### config.mk
export PLATFORM = sky130hd
export DESIGN_NAME = crc_check_top
export DESIGN_NICKNAME = d
export VERILOG_FILES = /design/src/rtl/crc_check_pkg.sv /design/src/rtl/crc_engine.sv /design/src/rtl/crc_lane.sv /design/src/rtl/frame_dispatch.sv /design/src/rtl/result_collect.sv /design/src/rtl/crc_check_top.sv
export VERILOG_INCLUDE_DIRS = /design/src /design/src/rtl
export SDC_FILE = /design/constraint.sdc
export NUM_CORES = 1
export LEC_CHECK = 0
export CAP_MARGIN = 20
export CORE_ASPECT_RATIO = 2
export CORE_MARGIN = 2
export CORE_UTILIZATION = 55
export CTS_CLUSTER_DIAMETER = 50
export CTS_CLUSTER_SIZE = 28
export DETAILED_ROUTE_END_ITERATION = 8
export DONT_BUFFER_PORTS = 1
export PLACE_DENSITY = 0.7
export SLEW_MARGIN = 10
export SYNTH_ARGS = -nofsm -noshare
export SYNTH_HDL_FRONTEND = slang
export SYNTH_SLANG_ARGS = --single-unit
### constraint.sdc
create_clock -name clk_i -period 7.29 [get_ports clk_i]
set_input_delay 0.729 -clock clk_i [delete_from_list [all_inputs] [get_ports clk_i]]
set_output_delay 0.729 -clock clk_i [all_outputs]
set_load 0.05 [all_outputs]
### src/rtl/crc_check_config.svh
// build-time sizes shared by the frame CRC checker
// include wherever a width or the lane count is needed

`ifndef CRC_CHECK_CONFIG_SVH
`define CRC_CHECK_CONFIG_SVH

// one frame word on the input port
`define WORD_W 16

// CRC-16, x^16 + x^12 + x^5 + 1
`define CRC_W 16

// bit-serial lanes working side by side
`define NUM_LANES 4

// frame sequence number, wraps around
`define FRAME_ID_W 8

`endif

### src/rtl/crc_check_pkg.sv
// types shared by the frame CRC checker blocks
// modules pull these in with a wildcard import in their header

`include "crc_check_config.svh"

package crc_check_pkg;

    typedef logic [`WORD_W-1:0]     word_t;
    typedef logic [`CRC_W-1:0]      crc_t;
    typedef logic [`FRAME_ID_W-1:0] frame_id_t;

    // word as seen on the input port, last marks the appended CRC
    typedef struct packed {
        word_t data;
        logic  last;
    } in_word_t;

    // one verdict per frame
    typedef struct packed {
        frame_id_t id;
        logic      ok;
        crc_t      crc;
    } frame_result_t;

    typedef enum logic [1:0] {
        IDLE,
        SHIFT,
        WAIT_WORD,
        DONE
    } lane_state_t;

endpackage

### src/rtl/crc_engine.sv
// CRC register that folds DATA_WIDTH bits per enabled cycle
// supports 8, 16, 32 and 64 bit polynomials, clear_i restarts from all ones

`timescale 1ns/1ns

module crc_engine #(
    parameter int DATA_WIDTH = 16,
    parameter int CRC_WIDTH  = 16,
    parameter bit LSB_FIRST  = 1'b0,
    parameter bit INVERT_OUT = 1'b0
) (
    input  logic                  clk_i,
    input  logic                  rst_i,
    input  logic                  clear_i,
    input  logic                  en_i,
    input  logic [DATA_WIDTH-1:0] data_i,
    output logic [CRC_WIDTH-1:0]  crc_o
);

    // generator polynomials without the top term
    localparam logic [63:0] POLY_ALL =
        (CRC_WIDTH == 8)  ? 64'h0000_0000_0000_0007 :
        (CRC_WIDTH == 16) ? 64'h0000_0000_0000_1021 :
        (CRC_WIDTH == 32) ? 64'h0000_0000_04C1_1DB7 :
                            64'h0000_0000_0000_001B;

    localparam logic [CRC_WIDTH-1:0] POLY     = POLY_ALL[CRC_WIDTH-1:0];
    localparam logic [CRC_WIDTH-1:0] CRC_INIT = '1;

    logic [CRC_WIDTH-1:0] crc_q;

    // one step of the serial LFSR
    function automatic logic [CRC_WIDTH-1:0] fold_bit(
        input logic [CRC_WIDTH-1:0] crc,
        input logic                 din
    );
        logic fb;
        fb = crc[CRC_WIDTH-1] ^ din;
        return (crc << 1) ^ ({CRC_WIDTH{fb}} & POLY);
    endfunction

    function automatic logic [CRC_WIDTH-1:0] fold_word(
        input logic [CRC_WIDTH-1:0]  crc,
        input logic [DATA_WIDTH-1:0] data
    );
        logic [CRC_WIDTH-1:0] acc;
        acc = crc;
        for (int i = 0; i < DATA_WIDTH; i++) begin
            if (LSB_FIRST) begin
                acc = fold_bit(acc, data[i]);
            end else begin
                acc = fold_bit(acc, data[DATA_WIDTH-1-i]);
            end
        end
        return acc;
    endfunction

    // clear together with en starts a new value from the first data
    always_ff @(posedge clk_i) begin
        if (rst_i) begin
            crc_q <= CRC_INIT;
        end else if (en_i) begin
            crc_q <= fold_word(clear_i ? CRC_INIT : crc_q, data_i);
        end else if (clear_i) begin
            crc_q <= CRC_INIT;
        end
    end

    assign crc_o = INVERT_OUT ? ~crc_q : crc_q;

endmodule

### src/rtl/crc_lane.sv
// one bit-serial checking lane, takes a frame word by word from the dispatcher
// and holds a verdict in DONE until the collector takes it

`timescale 1ns/1ns
`include "crc_check_config.svh"

module crc_lane
    import crc_check_pkg::*;
(
    input  logic          clk_i,
    input  logic          rst_i,
    input  logic          load_i,
    input  in_word_t      word_i,
    input  frame_id_t     id_i,
    input  logic          take_i,
    output logic          ready_o,
    output logic          done_o,
    output frame_result_t result_o
);

    localparam int CNT_W = $clog2(`WORD_W);

    lane_state_t      state_q;
    logic [CNT_W-1:0] cnt_q;
    word_t            shift_q;
    frame_id_t        id_q;
    frame_result_t    result_q;

    logic      start;
    logic      accept;
    logic      eng_en;
    logic      eng_bit;
    crc_t      eng_crc;
    crc_t      crc_now;
    frame_id_t id_now;

    assign ready_o = (state_q == IDLE) || (state_q == WAIT_WORD);
    assign done_o  = (state_q == DONE);
    assign start   = load_i && (state_q == IDLE);
    assign accept  = load_i && ready_o;

    // first bit goes straight from the input, the rest from the shift register
    assign eng_en  = (state_q == SHIFT) || (accept && !word_i.last);
    assign eng_bit = (state_q == SHIFT) ? shift_q[`WORD_W-1] : word_i.data[`WORD_W-1];

    // a CRC-only frame is checked against the initial value
    assign crc_now = (state_q == IDLE) ? '1 : eng_crc;
    assign id_now  = (state_q == IDLE) ? id_i : id_q;

    crc_engine #(
        .DATA_WIDTH(1),
        .CRC_WIDTH (`CRC_W),
        .LSB_FIRST (1'b0),
        .INVERT_OUT(1'b0)
    ) u_crc_engine (
        .clk_i  (clk_i),
        .rst_i  (rst_i),
        .clear_i(start),
        .en_i   (eng_en),
        .data_i (eng_bit),
        .crc_o  (eng_crc)
    );

    always_ff @(posedge clk_i) begin
        if (rst_i) begin
            state_q <= IDLE;
            cnt_q   <= '0;
        end else begin
            case (state_q)
                IDLE, WAIT_WORD: begin
                    if (load_i && word_i.last) begin
                        state_q <= DONE;
                    end else if (load_i) begin
                        state_q <= SHIFT;
                        cnt_q   <= CNT_W'(`WORD_W - 2);
                    end
                end
                SHIFT: begin
                    if (cnt_q == '0) begin
                        state_q <= WAIT_WORD;
                    end else begin
                        cnt_q <= cnt_q - 1'b1;
                    end
                end
                DONE: begin
                    if (take_i) begin
                        state_q <= IDLE;
                    end
                end
                default: state_q <= IDLE;
            endcase
        end
    end

    always_ff @(posedge clk_i) begin
        if (accept && !word_i.last) begin
            shift_q <= {word_i.data[`WORD_W-2:0], 1'b0};
        end else if (state_q == SHIFT) begin
            shift_q <= {shift_q[`WORD_W-2:0], 1'b0};
        end
        if (start) begin
            id_q <= id_i;
        end
        if (accept && word_i.last) begin
            result_q <= '{id: id_now, ok: (word_i.data == crc_now), crc: crc_now};
        end
    end

    assign result_o = result_q;

endmodule

### src/rtl/frame_dispatch.sv
// input side of the checker, runs the four-phase port and hands words to lanes
// each frame gets a sequence number and the next lane in round-robin order

`timescale 1ns/1ns
`include "crc_check_config.svh"

module frame_dispatch
    import crc_check_pkg::*;
(
    input  logic                  clk_i,
    input  logic                  rst_i,
    input  logic                  in_req_i,
    input  in_word_t              in_word_i,
    output logic                  in_ack_o,
    input  logic [`NUM_LANES-1:0] lane_ready_i,
    output logic [`NUM_LANES-1:0] lane_load_o,
    output in_word_t              lane_word_o,
    output frame_id_t             lane_id_o
);

    localparam int LANE_W = $clog2(`NUM_LANES);

    logic [LANE_W-1:0] ptr_q;
    frame_id_t         frame_q;
    logic              ack_q;
    logic              load;

    // new request, not yet acknowledged, and the target lane can take it
    assign load = in_req_i && !ack_q && lane_ready_i[ptr_q];

    always_comb begin
        lane_load_o        = '0;
        lane_load_o[ptr_q] = load;
    end

    // word is held stable by the source while req is high
    assign lane_word_o = in_word_i;
    assign lane_id_o   = frame_q;
    assign in_ack_o    = ack_q;

    always_ff @(posedge clk_i) begin
        if (rst_i) begin
            ptr_q   <= '0;
            frame_q <= '0;
            ack_q   <= 1'b0;
        end else begin
            if (load) begin
                ack_q <= 1'b1;
            end else if (ack_q && !in_req_i) begin
                ack_q <= 1'b0;
            end
            // frame ends, move on to the next lane
            if (load && in_word_i.last) begin
                frame_q <= frame_q + 1'b1;
                if (ptr_q == LANE_W'(`NUM_LANES - 1)) begin
                    ptr_q <= '0;
                end else begin
                    ptr_q <= ptr_q + 1'b1;
                end
            end
        end
    end

endmodule

### src/rtl/result_collect.sv
// output side of the checker, drains lanes in round-robin order
// so results leave over the four-phase port in frame order

`timescale 1ns/1ns
`include "crc_check_config.svh"

module result_collect
    import crc_check_pkg::*;
(
    input  logic                  clk_i,
    input  logic                  rst_i,
    input  logic [`NUM_LANES-1:0] lane_done_i,
    input  frame_result_t         lane_result_i [`NUM_LANES],
    output logic [`NUM_LANES-1:0] lane_take_o,
    output logic                  out_req_o,
    output frame_result_t         out_result_o,
    input  logic                  out_ack_i
);

    localparam int LANE_W = $clog2(`NUM_LANES);

    logic [LANE_W-1:0] ptr_q;
    logic              req_q;
    logic              take_q;
    frame_result_t     result_q;
    logic              capture;

    // previous handshake fully closed and the pointed lane has a verdict
    assign capture = !req_q && !take_q && !out_ack_i && lane_done_i[ptr_q];

    always_ff @(posedge clk_i) begin
        if (rst_i) begin
            ptr_q  <= '0;
            req_q  <= 1'b0;
            take_q <= 1'b0;
        end else begin
            take_q <= req_q && out_ack_i;
            if (capture) begin
                req_q <= 1'b1;
            end else if (req_q && out_ack_i) begin
                req_q <= 1'b0;
            end
            // lane released, look at the next one
            if (take_q) begin
                ptr_q <= (ptr_q == LANE_W'(`NUM_LANES - 1)) ? '0 : ptr_q + 1'b1;
            end
        end
    end

    always_ff @(posedge clk_i) begin
        if (capture) begin
            result_q <= lane_result_i[ptr_q];
        end
    end

    always_comb begin
        lane_take_o        = '0;
        lane_take_o[ptr_q] = take_q;
    end

    assign out_req_o    = req_q;
    assign out_result_o = result_q;

endmodule

### src/rtl/crc_check_top.sv
// frame CRC checker, dispatcher feeding parallel bit-serial lanes
// and a collector that returns one result per frame in arrival order

`timescale 1ns/1ns
`include "crc_check_config.svh"

module crc_check_top
    import crc_check_pkg::*;
(
    input  logic          clk_i,
    input  logic          rst_i,
    input  logic          in_req_i,
    input  in_word_t      in_word_i,
    output logic          in_ack_o,
    output logic          out_req_o,
    output frame_result_t out_result_o,
    input  logic          out_ack_i
);

    logic [`NUM_LANES-1:0] lane_ready;
    logic [`NUM_LANES-1:0] lane_load;
    logic [`NUM_LANES-1:0] lane_done;
    logic [`NUM_LANES-1:0] lane_take;
    in_word_t              lane_word;
    frame_id_t             lane_id;
    frame_result_t         lane_result [`NUM_LANES];

    frame_dispatch u_frame_dispatch (
        .clk_i       (clk_i),
        .rst_i       (rst_i),
        .in_req_i    (in_req_i),
        .in_word_i   (in_word_i),
        .in_ack_o    (in_ack_o),
        .lane_ready_i(lane_ready),
        .lane_load_o (lane_load),
        .lane_word_o (lane_word),
        .lane_id_o   (lane_id)
    );

    for (genvar g = 0; g < `NUM_LANES; g++) begin : g_lane
        crc_lane u_crc_lane (
            .clk_i   (clk_i),
            .rst_i   (rst_i),
            .load_i  (lane_load[g]),
            .word_i  (lane_word),
            .id_i    (lane_id),
            .take_i  (lane_take[g]),
            .ready_o (lane_ready[g]),
            .done_o  (lane_done[g]),
            .result_o(lane_result[g])
        );
    end

    result_collect u_result_collect (
        .clk_i        (clk_i),
        .rst_i        (rst_i),
        .lane_done_i  (lane_done),
        .lane_result_i(lane_result),
        .lane_take_o  (lane_take),
        .out_req_o    (out_req_o),
        .out_result_o (out_result_o),
        .out_ack_i    (out_ack_i)
    );

endmodule

==> impl_metrics.prom, run 1 <==
# TYPE chip_impl_metric gauge
chip_impl_info{name="outcome",value="complete, no violations"} 1
chip_impl_metric{name="vdd.ir_drop.worst",unit="uV"} 212
chip_impl_metric{name="drcViolationCount",unit=""} 0
chip_impl_metric{name="ctsHtreeMaxLevel",unit=""} 1
chip_impl_metric{name="syn_area",unit="sq mm"} 0.0149
chip_impl_metric{name="tightestPinTransition",unit="ns"} 1.06
chip_impl_metric{name="router_iterations_before_antenna_repair",unit=""} 5
chip_impl_metric{name="via_count",unit=""} 9463
chip_impl_metric{name="route.detailed.wl_per_inst",unit="um"} 23.4
chip_impl_metric{name="number_of_antenna_violations_at_the_first_check_in_global_routing",unit=""} 0
chip_impl_metric{name="routed_via_density",unit=""} 6.17
chip_impl_metric{name="timing.final.crit_period",unit="ns"} 3.17
chip_impl_metric{name="max_clock_freq",unit="GHz"} 0.315
chip_impl_metric{name="cts-buffers-inserted",unit=""} 16
chip_impl_metric{name="post_layout_nonfiller_instances",unit=""} 1533
chip_impl_metric{name="portion_of_the_post_synthesis_area_used_by_sequential_elements",unit="%"} 57.5
chip_impl_metric{name="grtUsageTotal",unit="%"} 25.3
chip_impl_metric{name="hold_viol_final",unit=""} 0
chip_impl_metric{name="skew",unit="ns"} 0.0178
chip_impl_metric{name="final_net_count",unit=""} 1209
chip_impl_metric{name="pwr_density_cell",unit="mW/mm^2"} 221
chip_impl_metric{name="preCtsSetupSlack",unit="ns"} 3.99
chip_impl_metric{name="clk_pin_slew_worst_paths",unit="ns"} 0.10
chip_impl_info{name="synth_ff_type",value="sky130_fd_sc_hd__edfxtp_1"} 1
chip_impl_info{name="cts_root_buffer",value="sky130_fd_sc_hd__clkbuf_16"} 1
chip_impl_metric{name="finalWorstSetupSlack",unit="ns"} 4.12
chip_impl_metric{name="cp_data_required_time",unit="ns"} 7.56
chip_impl_metric{name="leakagePower",unit="nW"} 5.30
chip_impl_metric{name="finalMaxSlewViolations",unit=""} 0
chip_impl_metric{name="detailed_place_hpwl",unit="um"} 24500
chip_impl_metric{name="synth_cells",unit=""} 1228
chip_impl_metric{name="pin_count_of_the_biggest_net_entering_global_routing",unit=""} 57
chip_impl_metric{name="cts_setup_buffers",unit=""} 0
chip_impl_metric{name="period_share",unit="%"} 43.5
chip_impl_metric{name="number_of_global_route_vias_before_repair",unit=""} 9142
chip_impl_metric{name="num_io_pins",unit=""} 48
chip_impl_metric{name="ys_seq_elements",unit=""} 320
chip_impl_metric{name="clk_path_buf_depth",unit=""} 3
chip_impl_metric{name="floorplan.initialDensity",unit="%"} 55.7
chip_impl_metric{name="synthesis.area_per_instance",unit="sq um"} 12.2
chip_impl_metric{name="worst_hold_slack",unit="ns"} 0.276
chip_impl_info{name="hold_class",value="input port to flop"} 1
chip_impl_metric{name="postRouteAntennaNets",unit=""} 0
chip_impl_metric{name="clock-sinks",unit=""} 320
chip_impl_metric{name="cts.hold.buffers_added",unit=""} 0
chip_impl_metric{name="yosysUniqueCellTypes",unit=""} 70
chip_impl_metric{name="synth.net_count",unit=""} 1262
chip_impl_info{name="tritoncts_clock_tree",value="done"} 1
chip_impl_metric{name="cts.repair.resized",unit=""} 0
chip_impl_metric{name="drive_above_1_share",unit="%"} 17.3
chip_impl_info{name="timing.critical_path.from_type",value="flop"} 1
chip_impl_metric{name="chipWidth",unit="um"} 120
chip_impl_metric{name="routed_wl",unit="um"} 35800
chip_impl_metric{name="rd_place_congestion",unit=""} 0.863
chip_impl_metric{name="floorplan.rows",unit=""} 85
chip_impl_metric{name="die_height",unit="um"} 237
chip_impl_metric{name="worstPathArrival",unit="ns"} 3.44
chip_impl_metric{name="clock_insertion_delay_worst_skew",unit="ns"} 0.52
chip_impl_metric{name="post-layout-total-power",unit="mW"} 3.45
chip_impl_metric{name="worst-path-max-fanout",unit=""} 32
chip_impl_metric{name="syn2layout_area_growth",unit="%"} 4.76
chip_impl_metric{name="grt_first_pass_wirelength",unit="um"} 54000
chip_impl_info{name="setup_repair_after_global_routing_missed_its_margin",value="no"} 1
chip_impl_metric{name="synth_enable_flop_cells",unit=""} 217
chip_impl_metric{name="n_antenna_cell",unit=""} 0
chip_impl_metric{name="numPlacedInstances",unit=""} 1504
chip_impl_metric{name="synth-warning-count",unit=""} 0
chip_impl_metric{name="finalSetupViolCount",unit=""} 0
chip_impl_metric{name="max-cap-violations",unit=""} 0
chip_impl_info{name="critical_path_endpoint_category",value="flop"} 1
chip_impl_metric{name="drt_iter0_markers",unit=""} 663
chip_impl_info{name="path_class",value="flop to flop"} 1
chip_impl_metric{name="design.die.area",unit="sq mm"} 0.0285
chip_impl_metric{name="setup_total_negative_slack",unit="ns"} 0
chip_impl_metric{name="maxSlewHeadroom",unit="%"} 28.5
chip_impl_metric{name="synth_async_sr_flop_share",unit="%"} 0
chip_impl_metric{name="final.fill_count",unit=""} 2220
chip_impl_metric{name="global_route.overflow_total",unit=""} 0
chip_impl_metric{name="floorplan.core_area",unit="sq mm"} 0.0268
chip_impl_metric{name="buffers_on_ports",unit=""} 0
==> final timing paths <==
path	start	to	slack, ns	cells past startpoint
max	g_lane[1].u_crc_lane.state_q[0]	g_lane[1].u_crc_lane.shift_q[13]	4.12	5
min	rst_i	g_lane[3].u_crc_lane.cnt_q[3]	0.28	1
max reg2reg	g_lane[1].u_crc_lane.state_q[0]	g_lane[1].u_crc_lane.shift_q[13]	4.12	5
min reg2reg	g_lane[0].u_crc_lane.id_q[2]	g_lane[0].u_crc_lane.result_o[19]	0.53	2
==> cell type report <==
class                           count  area (sq um)  area share (%)
Timing Repair Buffer               17           128           0.816
Clock inverter                      6          77.6           0.496
Inverter                           22          82.6           0.528
Tap cell                          348           435            2.79
Sequential cell                   320          8580            54.9
Multi-Input combinational cell    798          5890            37.6
Clock buffer                       22           445            2.85
==> state kept, by name, summed over array words and instances (netlist names) <==
name / flops
u_result_collect.out_req_o: 1
u_result_collect.out_result_o: 25
u_result_collect.ptr_q: 2
g_lane.u_crc_lane.shift_q: 60
g_lane.u_crc_lane.result_o: 100
u_frame_dispatch.in_ack_o: 1
g_lane.u_crc_lane.state_q: 8
g_lane.u_crc_lane.id_q: 32
g_lane.u_crc_lane.u_crc_engine.crc_o: 64
u_result_collect.take_q: 1
u_frame_dispatch.ptr_q: 2
u_frame_dispatch.lane_id_o: 8
g_lane.u_crc_lane.cnt_q: 16
==> per-layer routing <==
metal	wire [um]	up-vias	GRT usage [%]
met5	0	-	0
met4	2120	0	14.0
met3	1450	90	2.24
met2	19200	283	46.3
met1	13000	4700	28.3
li1	-	4390	-
==> critical path, stage by stage (launching register included) <==
cell and delay (ns):
sky130_fd_sc_hd__dfxtp_1 0.55, sky130_fd_sc_hd__mux2_2 0.42, sky130_fd_sc_hd__o22ai_4 0.32, sky130_fd_sc_hd__buf_4 0.43, sky130_fd_sc_hd__nand3_1 0.63, sky130_fd_sc_hd__mux2_1 0.53
==> power by group <==
part	switching [mW]	internal, mW	total (mW)
clock network	0.589	0.485	1.07
registers	0.0547	2.00	2.06
logic	0.197	0.119	0.316
==> stage by stage <==
step | area, sq um | util [%]
floorplan | 14900 | -
global placement | 15100 | 56.4
detailed placement | 15100 | 56.4
CTS | 15600 | 58.3
global route | 15600 | 58.3
finish | 15600 | 58.3
==> logic make-up after synthesis <==
| family | after synthesis | share of synthesized area [%] |
|---|---|---|
| DFF | 320 | 57.5 |
| adders and majority gates | 13 | 1.09 |
| muxes | 159 | 13.4 |
| buffers and inverters | 110 | 3.29 |
| and+or+nand+nor | 378 | 13.0 |
| xor gates and xnor gates | 62 | 3.64 |
| AOI/OAI and AO/OA | 186 | 8.12 |
==> synth_stat cells (4+ instances only) <==
| cell type | instances | share of area, % |
|---|---|---|
| sky130_fd_sc_hd__nand3_1 | 19 | 0.64 |
| sky130_fd_sc_hd__nor2b_1 | 6 | 0.25 |
| sky130_fd_sc_hd__mux2_2 | 71 | 5.4 |
| sky130_fd_sc_hd__o22ai_1 | 12 | 0.50 |
| sky130_fd_sc_hd__xor2_1 | 27 | 1.6 |
| sky130_fd_sc_hd__nor2_1 | 61 | 1.5 |
| sky130_fd_sc_hd__nand4_1 | 6 | 0.25 |
| sky130_fd_sc_hd__or2_2 | 47 | 2.0 |
| sky130_fd_sc_hd__or3_1 | 5 | 0.21 |
| sky130_fd_sc_hd__mux4_2 | 25 | 3.8 |
| sky130_fd_sc_hd__ha_1 | 13 | 1.1 |
| sky130_fd_sc_hd__a221oi_1 | 4 | 0.23 |
| sky130_fd_sc_hd__o211ai_1 | 7 | 0.35 |
| sky130_fd_sc_hd__o31ai_1 | 4 | 0.20 |
| sky130_fd_sc_hd__o21a_1 | 5 | 0.25 |
| sky130_fd_sc_hd__nand2_1 | 135 | 3.4 |
| sky130_fd_sc_hd__a31oi_1 | 16 | 0.67 |
| sky130_fd_sc_hd__and2_1 | 10 | 0.42 |
| sky130_fd_sc_hd__nor4bb_1 | 18 | 1.2 |
| sky130_fd_sc_hd__dfxtp_1 | 103 | 14 |
| sky130_fd_sc_hd__o21ai_0 | 31 | 1.0 |
| sky130_fd_sc_hd__nor4_1 | 13 | 0.54 |
| sky130_fd_sc_hd__and3_1 | 5 | 0.21 |
| sky130_fd_sc_hd__buf_6 | 6 | 0.45 |
| sky130_fd_sc_hd__buf_4 | 4 | 0.20 |
| sky130_fd_sc_hd__o32a_1 | 7 | 0.47 |
| sky130_fd_sc_hd__inv_1 | 22 | 0.55 |
| sky130_fd_sc_hd__nand2b_1 | 20 | 0.84 |
| sky130_fd_sc_hd__buf_2 | 14 | 0.47 |
| sky130_fd_sc_hd__nor3b_1 | 5 | 0.25 |
| sky130_fd_sc_hd__edfxtp_1 | 217 | 44 |
| sky130_fd_sc_hd__xnor2_1 | 35 | 2.1 |
| sky130_fd_sc_hd__clkbuf_1 | 57 | 1.4 |
| sky130_fd_sc_hd__a21oi_1 | 65 | 2.2 |
| sky130_fd_sc_hd__mux2i_1 | 61 | 4.1 |
| sky130_fd_sc_hd__nor3_1 | 15 | 0.50 |
| sky130_fd_sc_hd__buf_1 | 7 | 0.18 |
==> layout by cell type, fill, tap and decap left out, types with 18 or more instances in the layout <==
cell,n
sky130_fd_sc_hd__nand2b_1,20
sky130_fd_sc_hd__mux2i_1,61
sky130_fd_sc_hd__mux2_2,71
sky130_fd_sc_hd__mux4_2,25
sky130_fd_sc_hd__a21oi_1,65
sky130_fd_sc_hd__nor2_1,57
sky130_fd_sc_hd__nand2_1,135
sky130_fd_sc_hd__nand3_1,19
sky130_fd_sc_hd__edfxtp_1,217
sky130_fd_sc_hd__dfxtp_1,102
sky130_fd_sc_hd__xor2_1,27
sky130_fd_sc_hd__inv_1,22
sky130_fd_sc_hd__xnor2_1,35
sky130_fd_sc_hd__o21ai_0,31
sky130_fd_sc_hd__or2_2,47
sky130_fd_sc_hd__nor4bb_1,18
Note: power is estimated with default switching activity, not from simulation.
==> run 2, diff against run 1 <==
Settings changed: ABC_AREA set to 1.
Clock period 7.29 ns to 3.2 ns, I/O delays scaled along.
==> impl_metrics.prom, run 2 <==
# TYPE chip_impl_metric gauge
chip_impl_metric{name="final.fill_count",unit=""} 2263
chip_impl_metric{name="rd_place_congestion",unit=""} 0.950
chip_impl_info{name="yosysMostFrequentCell",value="sky130_fd_sc_hd__nand2_1"} 1
chip_impl_info{name="synth_ff_type",value="sky130_fd_sc_hd__edfxtp_1"} 1
chip_impl_metric{name="worstPathArrival",unit="ns"} 2.96
chip_impl_metric{name="cts.hold.buffers_added",unit=""} 3
chip_impl_metric{name="routed_wl",unit="um"} 36800
chip_impl_metric{name="max_clock_freq",unit="GHz"} 0.399
chip_impl_metric{name="yosysUniqueCellTypes",unit=""} 33
chip_impl_metric{name="ys_seq_elements",unit=""} 320
chip_impl_metric{name="drcViolationCount",unit=""} 0
chip_impl_info{name="outcome",value="complete, no violations"} 1
chip_impl_metric{name="clock-sinks",unit=""} 320
chip_impl_metric{name="synth-warning-count",unit=""} 0
chip_impl_info{name="crit_family",value="simple AND/OR/NAND/NOR gates"} 1
chip_impl_metric{name="global_route.overflow_total",unit=""} 0
chip_impl_metric{name="clk_pin_slew_worst_paths",unit="ns"} 0.10
chip_impl_metric{name="seqCellArea",unit="sq mm"} 0.00858
chip_impl_metric{name="grtUsageTotal",unit="%"} 27.2
chip_impl_info{name="cts_root_buffer",value="sky130_fd_sc_hd__clkbuf_16"} 1
chip_impl_info{name="timing.critical_path.from_type",value="flop"} 1
chip_impl_metric{name="skew",unit="ns"} 0.0276
chip_impl_metric{name="timing.final.crit_period",unit="ns"} 2.51
chip_impl_metric{name="num_io_pins",unit=""} 48
chip_impl_metric{name="synth.net_count",unit=""} 1517
chip_impl_metric{name="leakagePower",unit="nW"} 5.56
chip_impl_info{name="worst_path_max_delay_cell",value="sky130_fd_sc_hd__dfxtp_1"} 1
chip_impl_metric{name="route.detailed.wl_per_inst",unit="um"} 20.4
chip_impl_metric{name="cp_data_required_time",unit="ns"} 3.66
chip_impl_info{name="synth.area.top_cells",value="sky130_fd_sc_hd__edfxtp_1 (46%), sky130_fd_sc_hd__dfxtp_1 (14%), sky130_fd_sc_hd__o21ai_0 (8.5%), sky130_fd_sc_hd__nand2_1 (7.6%), sky130_fd_sc_hd__nand3_1 (3.4%)"} 1
chip_impl_metric{name="pin_count_of_the_biggest_net_entering_global_routing",unit=""} 51
chip_impl_info{name="setup_repair_after_global_routing_missed_its_margin",value="no"} 1
chip_impl_metric{name="postLayoutCellArea",unit="sq mm"} 0.0151
chip_impl_metric{name="number_of_global_route_vias_before_repair",unit=""} 10200
chip_impl_metric{name="synth_async_sr_flop_share",unit="%"} 0
chip_impl_metric{name="hold_viol_final",unit=""} 0
chip_impl_info{name="synth_top_cells_by_count",value="sky130_fd_sc_hd__nand2_1 (288), sky130_fd_sc_hd__o21ai_0 (241), sky130_fd_sc_hd__edfxtp_1 (217)"} 1
chip_impl_metric{name="design.die.area",unit="sq mm"} 0.0273
chip_impl_metric{name="grt_first_pass_wirelength",unit="um"} 56800
chip_impl_metric{name="pwr_density_cell",unit="mW/mm^2"} 547
chip_impl_info{name="synth.largest_area_cell",value="sky130_fd_sc_hd__edfxtp_1"} 1
chip_impl_info{name="path_class",value="flop to flop"} 1
chip_impl_metric{name="regToRegSetupSlack",unit="ns"} 0.69
chip_impl_metric{name="syn_area",unit="sq mm"} 0.0143
chip_impl_metric{name="die_height",unit="um"} 232
chip_impl_metric{name="area_of_the_multi_input_gates",unit="sq mm"} 0.00488
chip_impl_metric{name="clock_insertion_delay_worst_skew",unit="ns"} 0.54
chip_impl_metric{name="n_antenna_cell",unit=""} 0
chip_impl_metric{name="synth_largest_type_area_fraction",unit="%"} 45.7
chip_impl_info{name="layout.cells.most_common",value="sky130_fd_sc_hd__nand2_1"} 1
chip_impl_metric{name="drt_iter0_markers",unit=""} 891
chip_impl_metric{name="clk_path_buf_depth",unit=""} 3
chip_impl_metric{name="syn2layout_area_growth",unit="%"} 5.91
chip_impl_metric{name="portion_of_the_post_synthesis_area_used_by_sequential_elements",unit="%"} 60.2
chip_impl_metric{name="cts-buffers-inserted",unit=""} 16
chip_impl_metric{name="floorplan.core_area",unit="sq mm"} 0.0255
chip_impl_metric{name="synthesis.area_per_instance",unit="sq um"} 9.61
chip_impl_info{name="final_cell_mix",value="sky130_fd_sc_hd__nand2_1 (288), sky130_fd_sc_hd__o21ai_0 (241), sky130_fd_sc_hd__edfxtp_1 (217), sky130_fd_sc_hd__inv_1 (112), sky130_fd_sc_hd__dfxtp_1 (103)"} 1
chip_impl_metric{name="max-cap-violations",unit=""} 0
chip_impl_metric{name="period_share",unit="%"} 78.4
chip_impl_metric{name="finalMaxSlewViolations",unit=""} 0
chip_impl_info{name="critical_path_endpoint_category",value="flop"} 1
chip_impl_metric{name="worst-path-max-fanout",unit=""} 20
chip_impl_metric{name="setup_total_negative_slack",unit="ns"} 0
chip_impl_metric{name="number_of_antenna_violations_at_the_first_check_in_global_routing",unit=""} 0
chip_impl_metric{name="largest_reg_flops",unit=""} 100
chip_impl_metric{name="postRouteAntennaNets",unit=""} 0
chip_impl_metric{name="floorplan.rows",unit=""} 83
chip_impl_metric{name="maxSlewHeadroom",unit="%"} 39.7
chip_impl_metric{name="drive_above_1_share",unit="%"} 8.27
chip_impl_metric{name="via_count",unit=""} 10600
chip_impl_metric{name="tightestPinTransition",unit="ns"} 0.903
chip_impl_metric{name="floorplan.initialDensity",unit="%"} 55.8
chip_impl_info{name="tritoncts_clock_tree",value="done"} 1
chip_impl_metric{name="cts.repair.resized",unit=""} 0
chip_impl_metric{name="chipWidth",unit="um"} 118
chip_impl_metric{name="final_net_count",unit=""} 1488
chip_impl_metric{name="finalSetupViolCount",unit=""} 0
chip_impl_info{name="critical_path.cell_chain",value="nor2_1 -> nand2_1 -> nor2_4 -> nand3_2 -> inv_1 -> buf_4 -> o21ai_0 -> o211ai_1"} 1
chip_impl_metric{name="vdd.ir_drop.worst",unit="uV"} 445
chip_impl_metric{name="worstPathBufferInverterCount",unit=""} 2
chip_impl_metric{name="ctsHtreeMaxLevel",unit=""} 1
chip_impl_metric{name="routed_via_density",unit=""} 5.86
chip_impl_metric{name="synth_cells",unit=""} 1483
chip_impl_info{name="hold_class",value="input port to flop"} 1
chip_impl_metric{name="buffers_on_ports",unit=""} 0
chip_impl_metric{name="detailed_place_hpwl",unit="um"} 26100
chip_impl_metric{name="post_dp_cell_area",unit="sq mm"} 0.0146
chip_impl_metric{name="router_iterations_before_antenna_repair",unit=""} 6
chip_impl_metric{name="slowest_delay",unit="ns"} 0.50
chip_impl_metric{name="cts_setup_buffers",unit=""} 0
chip_impl_metric{name="synth_enable_flop_cells",unit=""} 217
-- run 2: cell count changes in the layout (fill, tap and decap cells not counted), sizes merged, moves of 18 or more --
cell / change
nand2: +152
mux2i: -61
a21oi: -28
nand3: +87
nor2: +34
mux2: -73
nand2b: -20
xnor2: -31
mux4: -25
nor4bb: -18
xor2: +24
o21ai: +217
inv: +97
-- run 2: area by class of cell --
cell class / instances / share of cell area [%]
flip-flops and latches: 320 / 56.8
multi-input cells: 961 / 32.3
inverters: 125 / 3.11
clock buffers: 20 / 2.89
well taps: 340 / 2.82
repair buffers: 30 / 1.61
clock inverters: 8 / 0.398
-- run 2: cell families (layout without fill, tap and decap cells) --
logic type	Yosys count	count (layout)	synth area share [%]
adder cells (fa/ha/maj)	13	13	1.14
AND/OR/NAND/NOR	559	559	17.3
XOR/XNOR	55	55	3.38
flip-flops	320	320	60.2
AO/OA/AOI/OAI	334	334	12.3
buffers and inverters	202	183	5.71
-- run 2: routing by layer --
layer | routed length, um | up-vias | global-route usage, % | share of wire [%]
li1 | - | 4984 | - | -
met1 | 13200 | 5119 | 29.9 | 36
met2 | 19500 | 361 | 50.3 | 53
met3 | 1720 | 110 | 2.73 | 4.7
met4 | 2320 | 0 | 16.2 | 6.3
met5 | 0 | - | 0 | 0
-- run 2: stage by stage --
| step | cells | total power, mW | hold slack (ns) | utilization (%) | worst slack (ns) |
|---|---|---|---|---|---|
| floorplan | 1483 | 5.66 | 0.431 | - | 0.543 |
| global placement | 1773 | 5.94 | 0.395 | 57.0 | 0.731 |
| detailed placement | 1773 | 5.98 | 0.394 | 57.0 | 0.686 |
| CTS | 1804 | 8.28 | 0.0876 | 59.1 | 0.674 |
| global route | 1804 | 8.59 | 0.0915 | 59.1 | 0.516 |
| finish | 1804 | 8.26 | 0.100 | 59.1 | 0.692 |
-- run 2: path summary, 6_finish.rpt --
kind	endpoint	cells after the start	startpoint
worst max-delay path	g_lane[3].u_crc_lane.u_crc_engine.crc_o[4]	8	u_frame_dispatch.in_ack_o
worst min-delay path	g_lane[0].u_crc_lane.cnt_q[2]	2	rst_i
worst max register to register	g_lane[3].u_crc_lane.u_crc_engine.crc_o[4]	8	u_frame_dispatch.in_ack_o
worst min register to register	g_lane[1].u_crc_lane.cnt_q[2]	2	g_lane[1].u_crc_lane.cnt_q[2]
-- run 2: report_power, final --
part           internal, mW  switching [mW]  leakage [nW]
Clock                  1.01            1.34         0.244
Sequential             4.68           0.144          2.69
Combinational         0.311           0.771          2.63
